`src/include/aq_regs.svh`:
```
`ifndef AQ_REGS_SVH
`define AQ_REGS_SVH

// Raw antenna sample read-back
`define AX_STREAM 3'h0
`define AX_DATA1  3'h1
`define AX_DATA2  3'h2
`define AX_DATA3  3'h3

// Visibility access and block size
`define VX_STREAM 3'h4
`define VX_STATUS 3'h5

// Acquisition debug, status and control
`define AQ_DEBUG  3'h6
`define AQ_STATUS 3'h7

`endif
```
`src/design/aq_pkg.sv`:
```
package aq_pkg;

   // Bus and sample widths
   localparam int DATA_W        = 8;
   localparam int SAMPLE_W      = 24;
   localparam int BLOCK_BITS    = 5;
   localparam int ACCUM_W       = 32;
   // Visibility store is 2^6 bytes per bank
   localparam int MAX_LOG_BLOCK = 6;
   localparam int FIFO_DEPTH    = 16;

   typedef struct packed {
      logic              cyc;
      logic              stb;
      logic              we;
      logic [2:0]        adr;
      logic [DATA_W-1:0] dat;
   } bus_req_t;

   typedef struct packed {
      logic       enabled;
      logic       debug_mode;
      logic [2:0] sample_delay;
      logic [4:0] log_block;
   } aq_cfg_t;

endpackage

```
`src/design/aq_top.sv`:
```
`timescale 1ns/100ps

module aq_top (
   input  logic                        clk_i,
   input  logic                        rst_i,
   // Register port
   input  aq_pkg::bus_req_t            bus_i,
   output logic                        ack_o,
   output logic [aq_pkg::DATA_W-1:0]   dat_o,
   // Antenna samples
   input  logic                        sample_valid_i,
   output logic                        sample_ready_o,
   input  logic [aq_pkg::SAMPLE_W-1:0] sample_i,
   // Visibility bytes
   input  logic                        vis_valid_i,
   output logic                        vis_ready_o,
   input  logic [aq_pkg::DATA_W-1:0]   vis_i,
   input  logic                        spi_busy_i
);

   aq_pkg::aq_cfg_t                 cfg;
   logic                            buf_valid, buf_ready, data_sent;
   logic [aq_pkg::SAMPLE_W-1:0]     buf_data, fetched_data;
   logic                            vx_stb, vx_ack, newblock, streamed;
   logic [aq_pkg::BLOCK_BITS-1:0]   vx_blk;
   logic [aq_pkg::DATA_W-1:0]       vx_dat;
   logic [aq_pkg::ACCUM_W-1:0]      blocksize;

   aq_ctrl u_ctrl (
      .clk_i, .rst_i, .bus_i, .ack_o, .dat_o,
      .fetched_data_i(fetched_data), .data_sent_o(data_sent), .spi_busy_i,
      .vx_stb_o(vx_stb), .vx_blk_o(vx_blk), .blocksize_o(blocksize),
      .vx_ack_i(vx_ack), .vx_dat_i(vx_dat), .newblock_i(newblock),
      .streamed_i(streamed), .cfg_o(cfg)
   );

   // Sample path: buffer then one-word prefetch
   raw_buffer u_raw (
      .clk_i, .rst_i, .cfg_i(cfg), .sample_valid_i, .sample_ready_o, .sample_i,
      .buf_valid_o(buf_valid), .buf_ready_i(buf_ready), .buf_data_o(buf_data)
   );

   data_prefetch u_prefetch (
      .clk_i, .rst_i, .buf_valid_i(buf_valid), .buf_ready_o(buf_ready),
      .buf_data_i(buf_data), .data_sent_i(data_sent), .fetched_data_o(fetched_data)
   );

   vis_store u_vis (
      .clk_i, .rst_i, .blocksize_i(blocksize), .vis_valid_i, .vis_ready_o, .vis_i,
      .vx_stb_i(vx_stb), .vx_blk_i(vx_blk), .vx_ack_o(vx_ack), .vx_dat_o(vx_dat),
      .newblock_o(newblock), .streamed_o(streamed)
   );

endmodule

```
`src/design/vis_store.sv`:
```
`timescale 1ns/100ps

module vis_store (
   input  logic                          clk_i,
   input  logic                          rst_i,
   input  logic [aq_pkg::ACCUM_W-1:0]    blocksize_i,
   // Visibility bytes in
   input  logic                          vis_valid_i,
   output logic                          vis_ready_o,
   input  logic [aq_pkg::DATA_W-1:0]     vis_i,
   // Block read port
   input  logic                          vx_stb_i,
   input  logic [aq_pkg::BLOCK_BITS-1:0] vx_blk_i,
   output logic                          vx_ack_o,
   output logic [aq_pkg::DATA_W-1:0]     vx_dat_o,
   output logic                          newblock_o,
   output logic                          streamed_o
);

   // Bank select is the top address bit
   logic [aq_pkg::DATA_W-1:0]                mem [2**(aq_pkg::MAX_LOG_BLOCK+1)];
   logic [1:0][aq_pkg::MAX_LOG_BLOCK-1:0]    wr_ptr_q, rd_ptr_q;
   logic [1:0]                               full_q;
   logic                                     wbank_q, rbank;
   logic                                     accept, rd_go, wr_last, rd_last;

   assign rbank       = vx_blk_i[0];
   assign vis_ready_o = !full_q[wbank_q];
   assign accept      = vis_valid_i && vis_ready_o;
   // One read per strobe, none while acking
   assign rd_go       = vx_stb_i && !vx_ack_o;
   assign wr_last = blocksize_i == aq_pkg::ACCUM_W'(wr_ptr_q[wbank_q]);
   assign rd_last = blocksize_i == aq_pkg::ACCUM_W'(rd_ptr_q[rbank]);

   always_ff @(posedge clk_i) begin
      if (accept) mem[{wbank_q, wr_ptr_q[wbank_q]}] <= vis_i;
      if (rd_go)  vx_dat_o <= mem[{rbank, rd_ptr_q[rbank]}];
   end

   //------------------------------------------------
   // Block fill and drain tracking
   //------------------------------------------------
   always_ff @(posedge clk_i) begin
      if (rst_i) begin
         wr_ptr_q   <= '0;
         rd_ptr_q   <= '0;
         full_q     <= '0;
         wbank_q    <= 1'b0;
         vx_ack_o   <= 1'b0;
         newblock_o <= 1'b0;
         streamed_o <= 1'b0;
      end else begin
         vx_ack_o   <= rd_go;
         newblock_o <= accept && wr_last;
         streamed_o <= rd_go && full_q[rbank] && rd_last;
         if (accept) begin
            if (wr_last) begin
               // Bank complete, swap to the other one
               wr_ptr_q[wbank_q] <= '0;
               full_q[wbank_q]   <= 1'b1;
               wbank_q           <= !wbank_q;
            end else begin
               wr_ptr_q[wbank_q] <= wr_ptr_q[wbank_q] + 1'b1;
            end
         end
         // Reads of an unfilled bank do not advance
         if (rd_go && full_q[rbank]) begin
            if (rd_last) begin
               rd_ptr_q[rbank] <= '0;
               full_q[rbank]   <= 1'b0;
            end else begin
               rd_ptr_q[rbank] <= rd_ptr_q[rbank] + 1'b1;
            end
         end
      end
   end

endmodule

```
`src/design/raw_buffer.sv`:
```
`timescale 1ns/100ps

module raw_buffer (
   input  logic                        clk_i,
   input  logic                        rst_i,
   input  aq_pkg::aq_cfg_t             cfg_i,
   // Antenna samples in
   input  logic                        sample_valid_i,
   output logic                        sample_ready_o,
   input  logic [aq_pkg::SAMPLE_W-1:0] sample_i,
   // Samples out to the prefetcher
   output logic                        buf_valid_o,
   input  logic                        buf_ready_i,
   output logic [aq_pkg::SAMPLE_W-1:0] buf_data_o
);

   logic [aq_pkg::SAMPLE_W-1:0]          mem [aq_pkg::FIFO_DEPTH];
   logic [$clog2(aq_pkg::FIFO_DEPTH)-1:0] wr_ptr_q, rd_ptr_q;
   logic [$clog2(aq_pkg::FIFO_DEPTH):0]   count_q;
   logic                                  en_q, en_rise;
   logic [2:0]                            skip_q, skip_now;
   logic                                  accept, push, pop;

   //------------------------------------------------
   // Start-up skip
   //------------------------------------------------
   assign en_rise  = cfg_i.enabled && !en_q;
   // Delay applies already in the enabling cycle
   assign skip_now = en_rise ? cfg_i.sample_delay : skip_q;

   assign sample_ready_o = cfg_i.enabled && count_q != aq_pkg::FIFO_DEPTH;
   assign accept         = sample_valid_i && sample_ready_o;
   assign push           = accept && skip_now == 3'd0;
   assign pop            = buf_valid_o && buf_ready_i;

   always_ff @(posedge clk_i) begin
      if (rst_i) begin
         en_q   <= 1'b0;
         skip_q <= 3'd0;
      end else begin
         en_q <= cfg_i.enabled;
         if (accept && skip_now != 3'd0) begin
            skip_q <= skip_now - 3'd1;
         end else begin
            skip_q <= skip_now;
         end
      end
   end

   //------------------------------------------------
   // Sample FIFO
   //------------------------------------------------
   assign buf_valid_o = count_q != '0;
   assign buf_data_o  = mem[rd_ptr_q];

   always_ff @(posedge clk_i) begin
      if (push) begin
         mem[wr_ptr_q] <= sample_i;
      end
   end

   always_ff @(posedge clk_i) begin
      if (rst_i) begin
         wr_ptr_q <= '0;
         rd_ptr_q <= '0;
         count_q  <= '0;
      end else begin
         if (push) wr_ptr_q <= wr_ptr_q + 1'b1;
         if (pop)  rd_ptr_q <= rd_ptr_q + 1'b1;
         if (push && !pop)      count_q <= count_q + 1'b1;
         else if (pop && !push) count_q <= count_q - 1'b1;
      end
   end

endmodule

```
`src/design/data_prefetch.sv`:
```
`timescale 1ns/100ps

module data_prefetch (
   input  logic                        clk_i,
   input  logic                        rst_i,
   // Sample stream from the raw buffer
   input  logic                        buf_valid_i,
   output logic                        buf_ready_o,
   input  logic [aq_pkg::SAMPLE_W-1:0] buf_data_i,
   // Word release from the register bank
   input  logic                        data_sent_i,
   output logic [aq_pkg::SAMPLE_W-1:0] fetched_data_o
);

   logic                        full_q;
   logic [aq_pkg::SAMPLE_W-1:0] data_q;
   logic                        take;

   // Free slot, or slot freed this cycle
   assign buf_ready_o    = !full_q || data_sent_i;
   assign take           = buf_valid_i && buf_ready_o;
   assign fetched_data_o = data_q;

   //------------------------------------------------
   // Holding register
   //------------------------------------------------
   always_ff @(posedge clk_i) begin
      if (rst_i) begin
         full_q <= 1'b0;
      end else if (take) begin
         full_q <= 1'b1;
      end else if (data_sent_i) begin
         full_q <= 1'b0;
      end
   end

   // Old word stays visible until replaced
   always_ff @(posedge clk_i) begin
      if (rst_i) begin
         data_q <= '0;
      end else if (take) begin
         data_q <= buf_data_i;
      end
   end

endmodule

```
`src/design/aq_ctrl.sv`:
```
`timescale 1ns/100ps
`include "aq_regs.svh"

module aq_ctrl (
   input  logic                          clk_i,
   input  logic                          rst_i,
   // Register port
   input  aq_pkg::bus_req_t              bus_i,
   output logic                          ack_o,
   output logic [aq_pkg::DATA_W-1:0]     dat_o,
   // Prefetched antenna word
   input  logic [aq_pkg::SAMPLE_W-1:0]   fetched_data_i,
   output logic                          data_sent_o,
   input  logic                          spi_busy_i,
   // Visibility store
   output logic                          vx_stb_o,
   output logic [aq_pkg::BLOCK_BITS-1:0] vx_blk_o,
   output logic [aq_pkg::ACCUM_W-1:0]    blocksize_o,
   input  logic                          vx_ack_i,
   input  logic [aq_pkg::DATA_W-1:0]     vx_dat_i,
   input  logic                          newblock_i,
   input  logic                          streamed_i,
   output aq_pkg::aq_cfg_t               cfg_o
);

   aq_pkg::aq_cfg_t               cfg_q;
   logic                          bus_req, rd_req, wr_req;
   logic                          x_ack, send, wrap_index, bs_new;
   logic                          available_q, accessed_q;
   logic                          bs_upd_q, bs_dec_q;
   logic [2:0]                    bs_log_q;
   logic [1:0]                    index_q;
   logic [aq_pkg::DATA_W-1:0]     ax_byte, vx_status, aq_debug, aq_status;

   // New request, not yet acknowledged
   assign bus_req = bus_i.cyc && bus_i.stb && !ack_o;
   assign rd_req  = bus_req && !bus_i.we;
   assign wr_req  = bus_req && bus_i.we;

   assign x_ack    = rd_req && bus_i.adr == `VX_STREAM && vx_ack_i;
   assign vx_stb_o = rd_req && bus_i.adr == `VX_STREAM;
   assign send     = rd_req && bus_i.adr == `AX_STREAM;
   assign bs_new   = wr_req && bus_i.adr == `VX_STATUS;
   assign cfg_o    = cfg_q;

   // Read-back layouts
   assign vx_status = {available_q, accessed_q, cfg_q.enabled, cfg_q.log_block};
   // Debug flag in bit 7, delay in bits 2:0
   assign aq_debug  = {cfg_q.debug_mode, 4'b0000, cfg_q.sample_delay};
   assign aq_status = {vx_blk_o, 2'b00, cfg_q.enabled};

   //------------------------------------------------
   // Register port
   //------------------------------------------------
   // Visibility reads wait for the store's ack
   always_ff @(posedge clk_i) begin
      if (rst_i) begin
         ack_o <= 1'b0;
      end else if (rd_req && bus_i.adr == `VX_STREAM) begin
         ack_o <= vx_ack_i;
      end else begin
         ack_o <= bus_req;
      end
   end

   always_ff @(posedge clk_i) begin
      if (rd_req) begin
         case (bus_i.adr)
            `AX_STREAM: dat_o <= ax_byte;
            `AX_DATA1:  dat_o <= fetched_data_i[23:16];
            `AX_DATA2:  dat_o <= fetched_data_i[15:8];
            `AX_DATA3:  dat_o <= fetched_data_i[7:0];
            `VX_STREAM: dat_o <= vx_dat_i;
            `VX_STATUS: dat_o <= vx_status;
            `AQ_DEBUG:  dat_o <= aq_debug;
            `AQ_STATUS: dat_o <= aq_status;
         endcase
      end
   end

   always_ff @(posedge clk_i) begin
      if (rst_i) begin
         cfg_q <= '0;
      end else if (wr_req) begin
         case (bus_i.adr)
            `VX_STATUS: cfg_q.log_block <= bus_i.dat[4:0];
            `AQ_DEBUG: begin
               cfg_q.debug_mode   <= bus_i.dat[7];
               cfg_q.sample_delay <= bus_i.dat[2:0];
            end
            `AQ_STATUS: cfg_q.enabled <= bus_i.dat[0];
            default: ;
         endcase
      end
   end

   //------------------------------------------------
   // Visibility block control
   //------------------------------------------------
   always_ff @(posedge clk_i) begin
      if (rst_i) begin
         available_q <= 1'b0;
         accessed_q  <= 1'b0;
      end else if (newblock_i) begin
         available_q <= 1'b1;
         accessed_q  <= 1'b0;
      end else if (x_ack) begin
         available_q <= 1'b0;
         accessed_q  <= 1'b1;
      end
   end

   // Stage one clamps, stage two expands to 2^n - 1
   always_ff @(posedge clk_i) begin
      if (rst_i) begin
         bs_upd_q    <= 1'b0;
         bs_dec_q    <= 1'b0;
         bs_log_q    <= '0;
         blocksize_o <= '0;
      end else begin
         bs_upd_q <= bs_new;
         bs_dec_q <= bs_upd_q;
         if (bs_upd_q) begin
            if (cfg_q.log_block > aq_pkg::MAX_LOG_BLOCK) begin
               bs_log_q <= 3'(aq_pkg::MAX_LOG_BLOCK);
            end else begin
               bs_log_q <= cfg_q.log_block[2:0];
            end
         end
         if (bs_dec_q) begin
            blocksize_o <= ~('1 << bs_log_q);
         end
      end
   end

   // Block counter steps once the current block is drained
   always_ff @(posedge clk_i) begin
      if (rst_i) begin
         vx_blk_o <= '0;
      end else if (streamed_i) begin
         vx_blk_o <= vx_blk_o + 1'b1;
      end
   end

   //------------------------------------------------
   // Antenna byte index
   //------------------------------------------------
   assign wrap_index = index_q == 2'd2;

   always_comb begin
      case (index_q)
         2'd0:    ax_byte = fetched_data_i[23:16];
         2'd1:    ax_byte = fetched_data_i[15:8];
         default: ax_byte = fetched_data_i[7:0];
      endcase
   end

   // Index restarts whenever the SPI host goes idle
   always_ff @(posedge clk_i) begin
      if (rst_i || !spi_busy_i) begin
         index_q <= 2'd0;
      end else if (send) begin
         index_q <= wrap_index ? 2'd0 : index_q + 2'd1;
      end
   end

   // Last byte gone, release the held word
   always_ff @(posedge clk_i) begin
      if (rst_i) begin
         data_sent_o <= 1'b0;
      end else begin
         data_sent_o <= send && wrap_index;
      end
   end

endmodule

```
`config.mk`:
```
export PLATFORM = sky130hd
export DESIGN_NAME = aq_top
export DESIGN_NICKNAME = d
export VERILOG_FILES = /design/src/design/aq_pkg.sv /design/src/design/aq_top.sv /design/src/design/vis_store.sv /design/src/design/raw_buffer.sv /design/src/design/data_prefetch.sv /design/src/design/aq_ctrl.sv
export VERILOG_INCLUDE_DIRS = /design/src /design/src/include
export SDC_FILE = /design/constraint.sdc
export NUM_CORES = 2
export LEC_CHECK = 0
export ABC_AREA = 1
export ABC_CLOCK_PERIOD_IN_PS = 4100
export BUFFER_PORTS_ARGS = -buffer_cell sky130_fd_sc_hd__buf_2
export CORE_ASPECT_RATIO = 0.6
export CORE_MARGIN = 2
export CORE_UTILIZATION = 60
export DETAILED_ROUTE_END_ITERATION = 12
export GPL_TIMING_DRIVEN = 0
export PLACE_DENSITY_LB_ADDON = 0.08
export SETUP_SLACK_MARGIN = 0.15
export SLEW_MARGIN = 0
export SYNTH_ARGS = -nofsm -noshare
export SYNTH_HDL_FRONTEND = slang
export SYNTH_HIERARCHICAL = 1
export SYNTH_SLANG_ARGS = --single-unit
```
`constraint.sdc`:
```
create_clock -name clk_i -period 4.1 [get_ports clk_i]
set_clock_uncertainty 0.2 [all_clocks]
set_input_delay 1.025 -clock clk_i [delete_from_list [all_inputs] [get_ports clk_i]]
set_output_delay 1.025 -clock clk_i [all_outputs]
set_load 0.03 [all_outputs]
```
## Word level (Yosys, flattened, before mapping)

Memory sizes are Yosys's and may differ from the RTL's. A register that Yosys moved wholly into a read port is not among the register bits.
Index checks and enable logic that the tools add are counted.

| word-level totals | value |
|---|---|
| input bits | 51 |
| bits in writable memories | 1408 |
| output and inout port bits | 11 |
| logic and storage cells | 158 |
| bits in registers | 114 |
| memories kept | 2 |

| cells by class | value |
|---|---|
| bitwise gates (word level) | 8 |
| reduce and logical (&&, ||, !) cells | 49 |
| equality and inequality tests | 12 |
| $add $sub $neg | 9 |
| magnitude comparators | 5 |
| mux-type cells | 42 |
| shift-type cells | 1 |

Memories:

| name | words | bits a word | rd ports | clocked after memory_dff | wr ports | RTL line | text |
|---|---|---|---|---|---|---|---|
| u_vis.mem | 128 | 8 | 1 | 1 | 1 | vis_store.sv:21 | `logic [aq_pkg::DATA_W-1:0] mem [2**(aq_pkg::MAX_LOG_BLOCK+1)];` |
| u_raw.mem | 16 | 24 | 1 | 1 | 1 | raw_buffer.sv:17 | `logic [aq_pkg::SAMPLE_W-1:0] mem [aq_pkg::FIFO_DEPTH];` |

Operators by type and width:

| operator | number |
|---|---|
| $eq A32 B6 Y1 | 2 |
| $pmux W8 S8 | 1 |
| $mux W6 | 6 |
| $not A32 Y32 | 1 |
| $shl A32 B3 Y32 const A | 1 |
| $and A12 B12 Y12 | 2 |
| $bwmux W12 | 2 |
| $logic_and A1 B1 Y1 | 24 |
| $mux W12 | 2 |
| $not A12 Y12 | 2 |
| $pmux W8 S2 | 1 |
| $mux W1 | 15 |
| $add A6 B1 Y6 const B | 2 |
| $demux W6 S1 | 2 |
| $eq A3 B3 Y1 const B | 4 |
| $mux W2 | 6 |
| $add A5 B1 Y5 const B | 2 |
| $logic_not A1 Y1 | 10 |
| $mux W5 | 2 |
| $mux W3 | 3 |
| $add A4 B1 Y4 const B | 2 |
| $reduce_and A2 Y1 | 4 |
| $eq A3 B2 Y1 const B | 2 |
| $logic_not A3 Y1 | 2 |
| 20 further kinds | 26 |

## Logic depth before layout (Yosys ltp)

| depth | value |
|---|---|
| word-level depth | 11 |
| depth in mapped cells | 18 |
| gate-level depth less buffers | 18 |

## Cells and area by module

The synthesis kept the hierarchy.

Modules (own cells, without submodules):

| module | instances | cells each | seq. area each (µm²) | area an instance (µm²) |
|---|---|---|---|---|
| vis_store | 1 | 3937 | 31590.3 | 43902.1 |
| raw_buffer | 1 | 1385 | 11951.5 | 16739.8 |
| aq_ctrl | 1 | 363 | 900.9 | 2429.8 |
| data_prefetch | 1 | 162 | 500.5 | 1099.8 |

## Worst setup path after synthesis

No wires, ideal clock.

| path | value |
|---|---|
| path kind | input port to flip-flop |
| start | input bus_i[8] (netlist name) |
| end | register u_vis.full_q[0] |
| stages on the path | 14 |
| path slack | 0.638 ns |
| data arrival time | 3.147 ns |
| setup time | 0.116 ns |
| path buffers | 2 |
| data required time | 3.784 ns |
| cells stage by stage | buf_4 inv_2 nand3_1 buf_4 nor4_1 inv_1 nor2_1 inv_1 a21oi_1 o21ai_0 nor2_1 inv_1 o21ai_0 nor2_1 |

| between the ends | value |
|---|---|
| word-level cells in the longest chain between the ends | 5 |

RTL lines:

| what | RTL line | text |
|---|---|---|
| start, declared | aq_top.sv:7 | `input aq_pkg::bus_req_t bus_i,` |
| $eq A3 B3 Y1 (no source line) | n/a |  |
| $logic_and A1 B1 Y1 (no source line) | n/a |  |
| via vx_stb | aq_top.sv:24 | `logic vx_stb, vx_ack, newblock, streamed;` |
| $logic_and A1 B1 Y1 | vis_store.sv:31 | `assign rd_go = vx_stb_i && !vx_ack_o;` |
| via u_vis.rd_go | vis_store.sv:25 | `logic accept, rd_go, wr_last, rd_last;` |
| $logic_and A1 B1 Y1 | vis_store.sv:67 | `if (rd_go && full_q[rbank]) begin` |
| $mux W2 | vis_store.sv:67 |  |
| end signal, assigned | vis_store.sv:47 | `full_q <= '0;` |
| end signal, assigned by index | vis_store.sv:60 | `full_q[wbank_q] <= 1'b1;` |
| end signal, assigned by index | vis_store.sv:70 | `full_q[rbank] <= 1'b0;` |
| end, declared | vis_store.sv:23 | `logic [1:0] full_q;` |

The timed path passes the listed nets, and every way through them passes these cells.
A chain may end at the register's enable or synchronous reset.

## Final worst setup path

| path | value |
|---|---|
| start | register u_vis.wbank_q |
| end | memory u_vis/mem[52][7] (netlist name), enable pin |

| between the ends | value |
|---|---|
| word-level cells in the longest chain between the ends | 6 |
| elaborated cells between the ends (all ways) | 8 |
| classes of those cells | mux: 6; reduce/logical: 2 |

RTL lines:

| what | RTL line | text |
|---|---|---|
| start, declared | vis_store.sv:24 | `logic wbank_q, rbank;` |
| start signal, assigned | vis_store.sv:61 | `wbank_q <= !wbank_q;` |
| $mux W1 (implied by the code) (2 in series) | vis_store.sv:28 | `assign vis_ready_o = !full_q[wbank_q];` |
| $logic_not A1 Y1 | vis_store.sv:28 |  |
| $logic_and A1 B1 Y1 | vis_store.sv:29 | `assign accept = vis_valid_i && vis_ready_o;` |
| $mux W1 | vis_store.sv:36 | `if (accept) mem[{wbank_q, wr_ptr_q[wbank_q]}] <= vis_i;` |
| $mux W1 (implied by the code) | vis_store.sv:36 |  |
| end, declared | vis_store.sv:21 |  |

Several ways; a longest one is shown, not always the timed one. The select of a mux whose other input is x is not followed.

==> results.yml <==
clock_network:
  cts-root-buf: "clkbuf_16"
  ctsHtreeMaxLevel: 4
  ctsHoldBuffers: 0
  cts_buffer_depth: 3
  cts.sinks: 1533
  cts_tree: "done"
  insertion_delay_ns: 0.78
  cts.reportedPaths.clkPinSlew_ns: 0.06
  cts_buffers: 139
sta:
  final_hold_viol_count: 0
  layout_setup_ws_ns: -0.1045
  period_minus_slack_ns: 4.204
  worstMarginPinSlew_ns: 1.295
  whs_ns: 0.2679
  clock.fmax_mhz: 237.8
  maxSlewViolCount: 0
  post-route-period-util: 1.025
  slew_headroom: 0.1369
  rsz0062_at_grt: "true"
  setup_viol: 48
global_routing:
  grt_pass1_vias: 41890
  grt_pass1_wl_mm: 289.7
  overflow: 0
  antenna_found_initial: 17
  grt_use_total: 0.3719
  grt_max_degree: 107
cells_and_area:
  nets: 6154
  finalInstanceArea_mm2: 0.07133
  area_growth_pct: 11.16
  final_cell_count_no_fill: 7608
  nFillCells: 7914
  drive_above_1_share: 0.1026
  multi_input_area_mm2: 0.01635
  regArea_mm2: 0.04494
detailed_routing:
  dr.pass1.iters: 8
  drt_iter0_drc: 8585
  dr_total_vias: 47620
  viasPerCell: 6.259
  drc: 0
  avgRoutedWirePerCell_um: 27.03
  wirelength_mm: 205.6
  ant_nets: 0
critical_path:
  worstSetupPathType: "register to register"
  critPathMaxFanout: 10
  r2r_start: "u_vis/wbank_q"
  reg2reg_depth: 9
  cp_data_required_time_ns: 4.29
  r2r-end: "u_vis/mem[52][7]"
  cp.arrival_ns: 4.39
  critPathCapture: "u_vis/mem[52][7]"
  endpoint_kind: "register"
  startpoint_type: "register"
  crit_start: "u_vis/wbank_q"
  reg2reg_slack_ns: -0.10
logic_synthesis:
  ys_top_cells_by_count: "nand2_1 (1784), edfxtp_1 (1424), nand3_1 (857)"
  synthArstFlopShare: 0
  yosys.area.top_type: "edfxtp_1"
  ys_types: 44
  synth_ff_type: "edfxtp_1"
  synth-seq-cells: 1533
  synth.most_common_cell: "nand2_1"
  synth_edf_count: 1424
  yosys.area.top_type_share: 0.6664
  yosysSeqAreaShare: 0.7004
  syn_inst: 5847
  avgSynthCellArea_um2: 10.98
  yosys-top-cells-area: "edfxtp_1 (67%), nand2_1 (10%), nand3_1 (6.7%)"
  synth_area_mm2: 0.06417
  synth_warnings: 6
placed_design:
  pre_cts_ws_ns: -0.5242
  portBuffers: 56
  hpwl_mm: 143.1
  place_inst: 7354
  place_area_mm2: 0.06684
  place_congestion: 0.9877
floorplan:
  die_y_um: 257.3
  row_count: 92
  die-area_mm2: 0.1097
  die_x_um: 426.2
  io_pins: 62
  core_mm2: 0.1056
  start_util: 0.6079
worst_hold_path:
  hold-path-cell-count: 2
  hp-class: "register to register"
power_and_ir_drop:
  leakage_uw: 0.02636
  p_per_area_mw_per_mm2: 489.0
  power_uw: 34880
  vdd_drop_max_uv: 485.6
outcome:
  outcome: "finished, violations left"
  violations: "negative setup slack"
job:
  drv_cap: 0
-- final cells by class --
cell class | instances | share of cell area
buffer | 349 | 0.02659
multi-input combinational | 3635 | 0.2292
clock inverter | 64 | 0.007192
sequential | 1533 | 0.6301
clock buffer | 185 | 0.05339
inverter | 356 | 0.01877
tap | 1410 | 0.02473
timing repair buffer | 74 | 0.01002
antenna | 2 | 0.00007016
-- critical path, stage by stage (launching register included) --
cell and delay [ns]:
dfxtp_1 0.30, buf_2 0.20, nand2_1 0.09, nor2_1 0.34, inv_2 0.20, nand2_1 0.15
buf_2 0.23, nand3_1 0.71, buf_2 0.66, nor2_1 0.74
-- power breakdown --
group	switching, uW	internal, uW	leakage [uW]	total (uW)
registers	168	17200	0.0137	17400
logic	3510	1240	0.0106	4740
clock network	5760	6990	0.00212	12700
-- flip-flops by register name, indices dropped and copies added (netlist names), 4 cells and up, named ones only --
| signal | cells |
|---|---|
| u_ctrl/vx_blk_o | 5 |
| u_raw/rd_ptr_q | 4 |
| u_ctrl/blocksize_o | 7 |
| u_raw/count_q | 5 |
| u_vis/rd_ptr_q | 12 |
| u_raw/wr_ptr_q | 4 |
| u_ctrl/dat_o | 8 |
| u_raw/mem | 384 |
| u_ctrl/cfg_o | 10 |
| u_vis/mem | 1024 |
| u_vis/wr_ptr_q | 12 |
| u_vis/vx_dat_o | 8 |
| u_prefetch/fetched_data_o | 24 |
-- cells in the final DEF (no fill, tap or decap), types with 5 or more instances in the layout --
cell type  synthesis  routed
ha_1              14      14
inv_6              0       7
nor2_1           357     300
buf_2            179     223
clkbuf_16          0     145
buf_4             72      74
o21ai_1            4       5
nand2_1         1784    1782
nand4_1           18      18
clkinv_2           0      24
bufinv_16          0       7
edfxtp_1        1424    1424
inv_1            341     341
xor2_1            10      10
clkbuf_1          64      97
nor2_4             1      17
nor3_1            18      18
nor2_2             3      46
nand3_1          857     857
buf_12             0       5
dfxtp_1          109     108
buf_6             10      19
inv_2             13      13
conb_1             1      25
buf_16             0       8
nand2_2            7       9
o211ai_1         118     118
o21ai_0          107     106
clkbuf_2           0       6
a21oi_1          275     275
clkinv_1           1      23
buf_1             24      22
-- metal layers --
layer  GRT usage  wire length, um
met1      0.6049            85670
met2      0.4320            74000
met3      0.1835            41930
met4     0.08235             4020
met5           0               13
-- metrics by stage --
step,TNS [ns],utilization
floorplan,0,-
global placement,-454.02,0.6282
detailed placement,-196.34,0.6333
CTS,0,0.6742
global route,-1.435,0.6757
finish,-1.641,0.6758
-- kinds of logic (layout without fill, tap and decap cells) --
family,count (synthesis),after routing,share of synthesized area
and+or+nand+nor,3063,3065,0.1990
other,1,27,0.00005844
DFF,1533,1533,0.7004
adders and majority gates,15,15,0.003042
AOI/OAI and AO/OA,516,516,0.04549
buffers and inverters,705,1028,0.05015
xor gates and xnor gates,14,14,0.001911
-- worst min path at each step --
stage	startpoint	endpoint	slack (ns)
floorplan	u_ctrl/accessed_q	u_ctrl/accessed_q	0.23
finish	u_vis/rd_ptr_q[9]	u_vis/rd_ptr_q[9]	0.27
global placement	u_ctrl/accessed_q	u_ctrl/accessed_q	0.25
detailed placement	u_vis/rd_ptr_q[4]	u_vis/rd_ptr_q[4]	0.26
CTS	bus_i[7]	u_ctrl/cfg_o[8]	0.25
global route	u_vis/wr_ptr_q[10]	u_vis/wr_ptr_q[10]	0.28
-- repair_timing --
| item | in CTS | in global routing |
|---|---|---|
| gates resized for setup | 2 | 60 |
| pin swaps | 0 | 3 |
| setup buffers | 0 | 1 |
| cloned | 0 | 2 |
| setup endpoints to repair | 20 | 663 |
No activity file was read; power rests on OpenSTA's default activity.
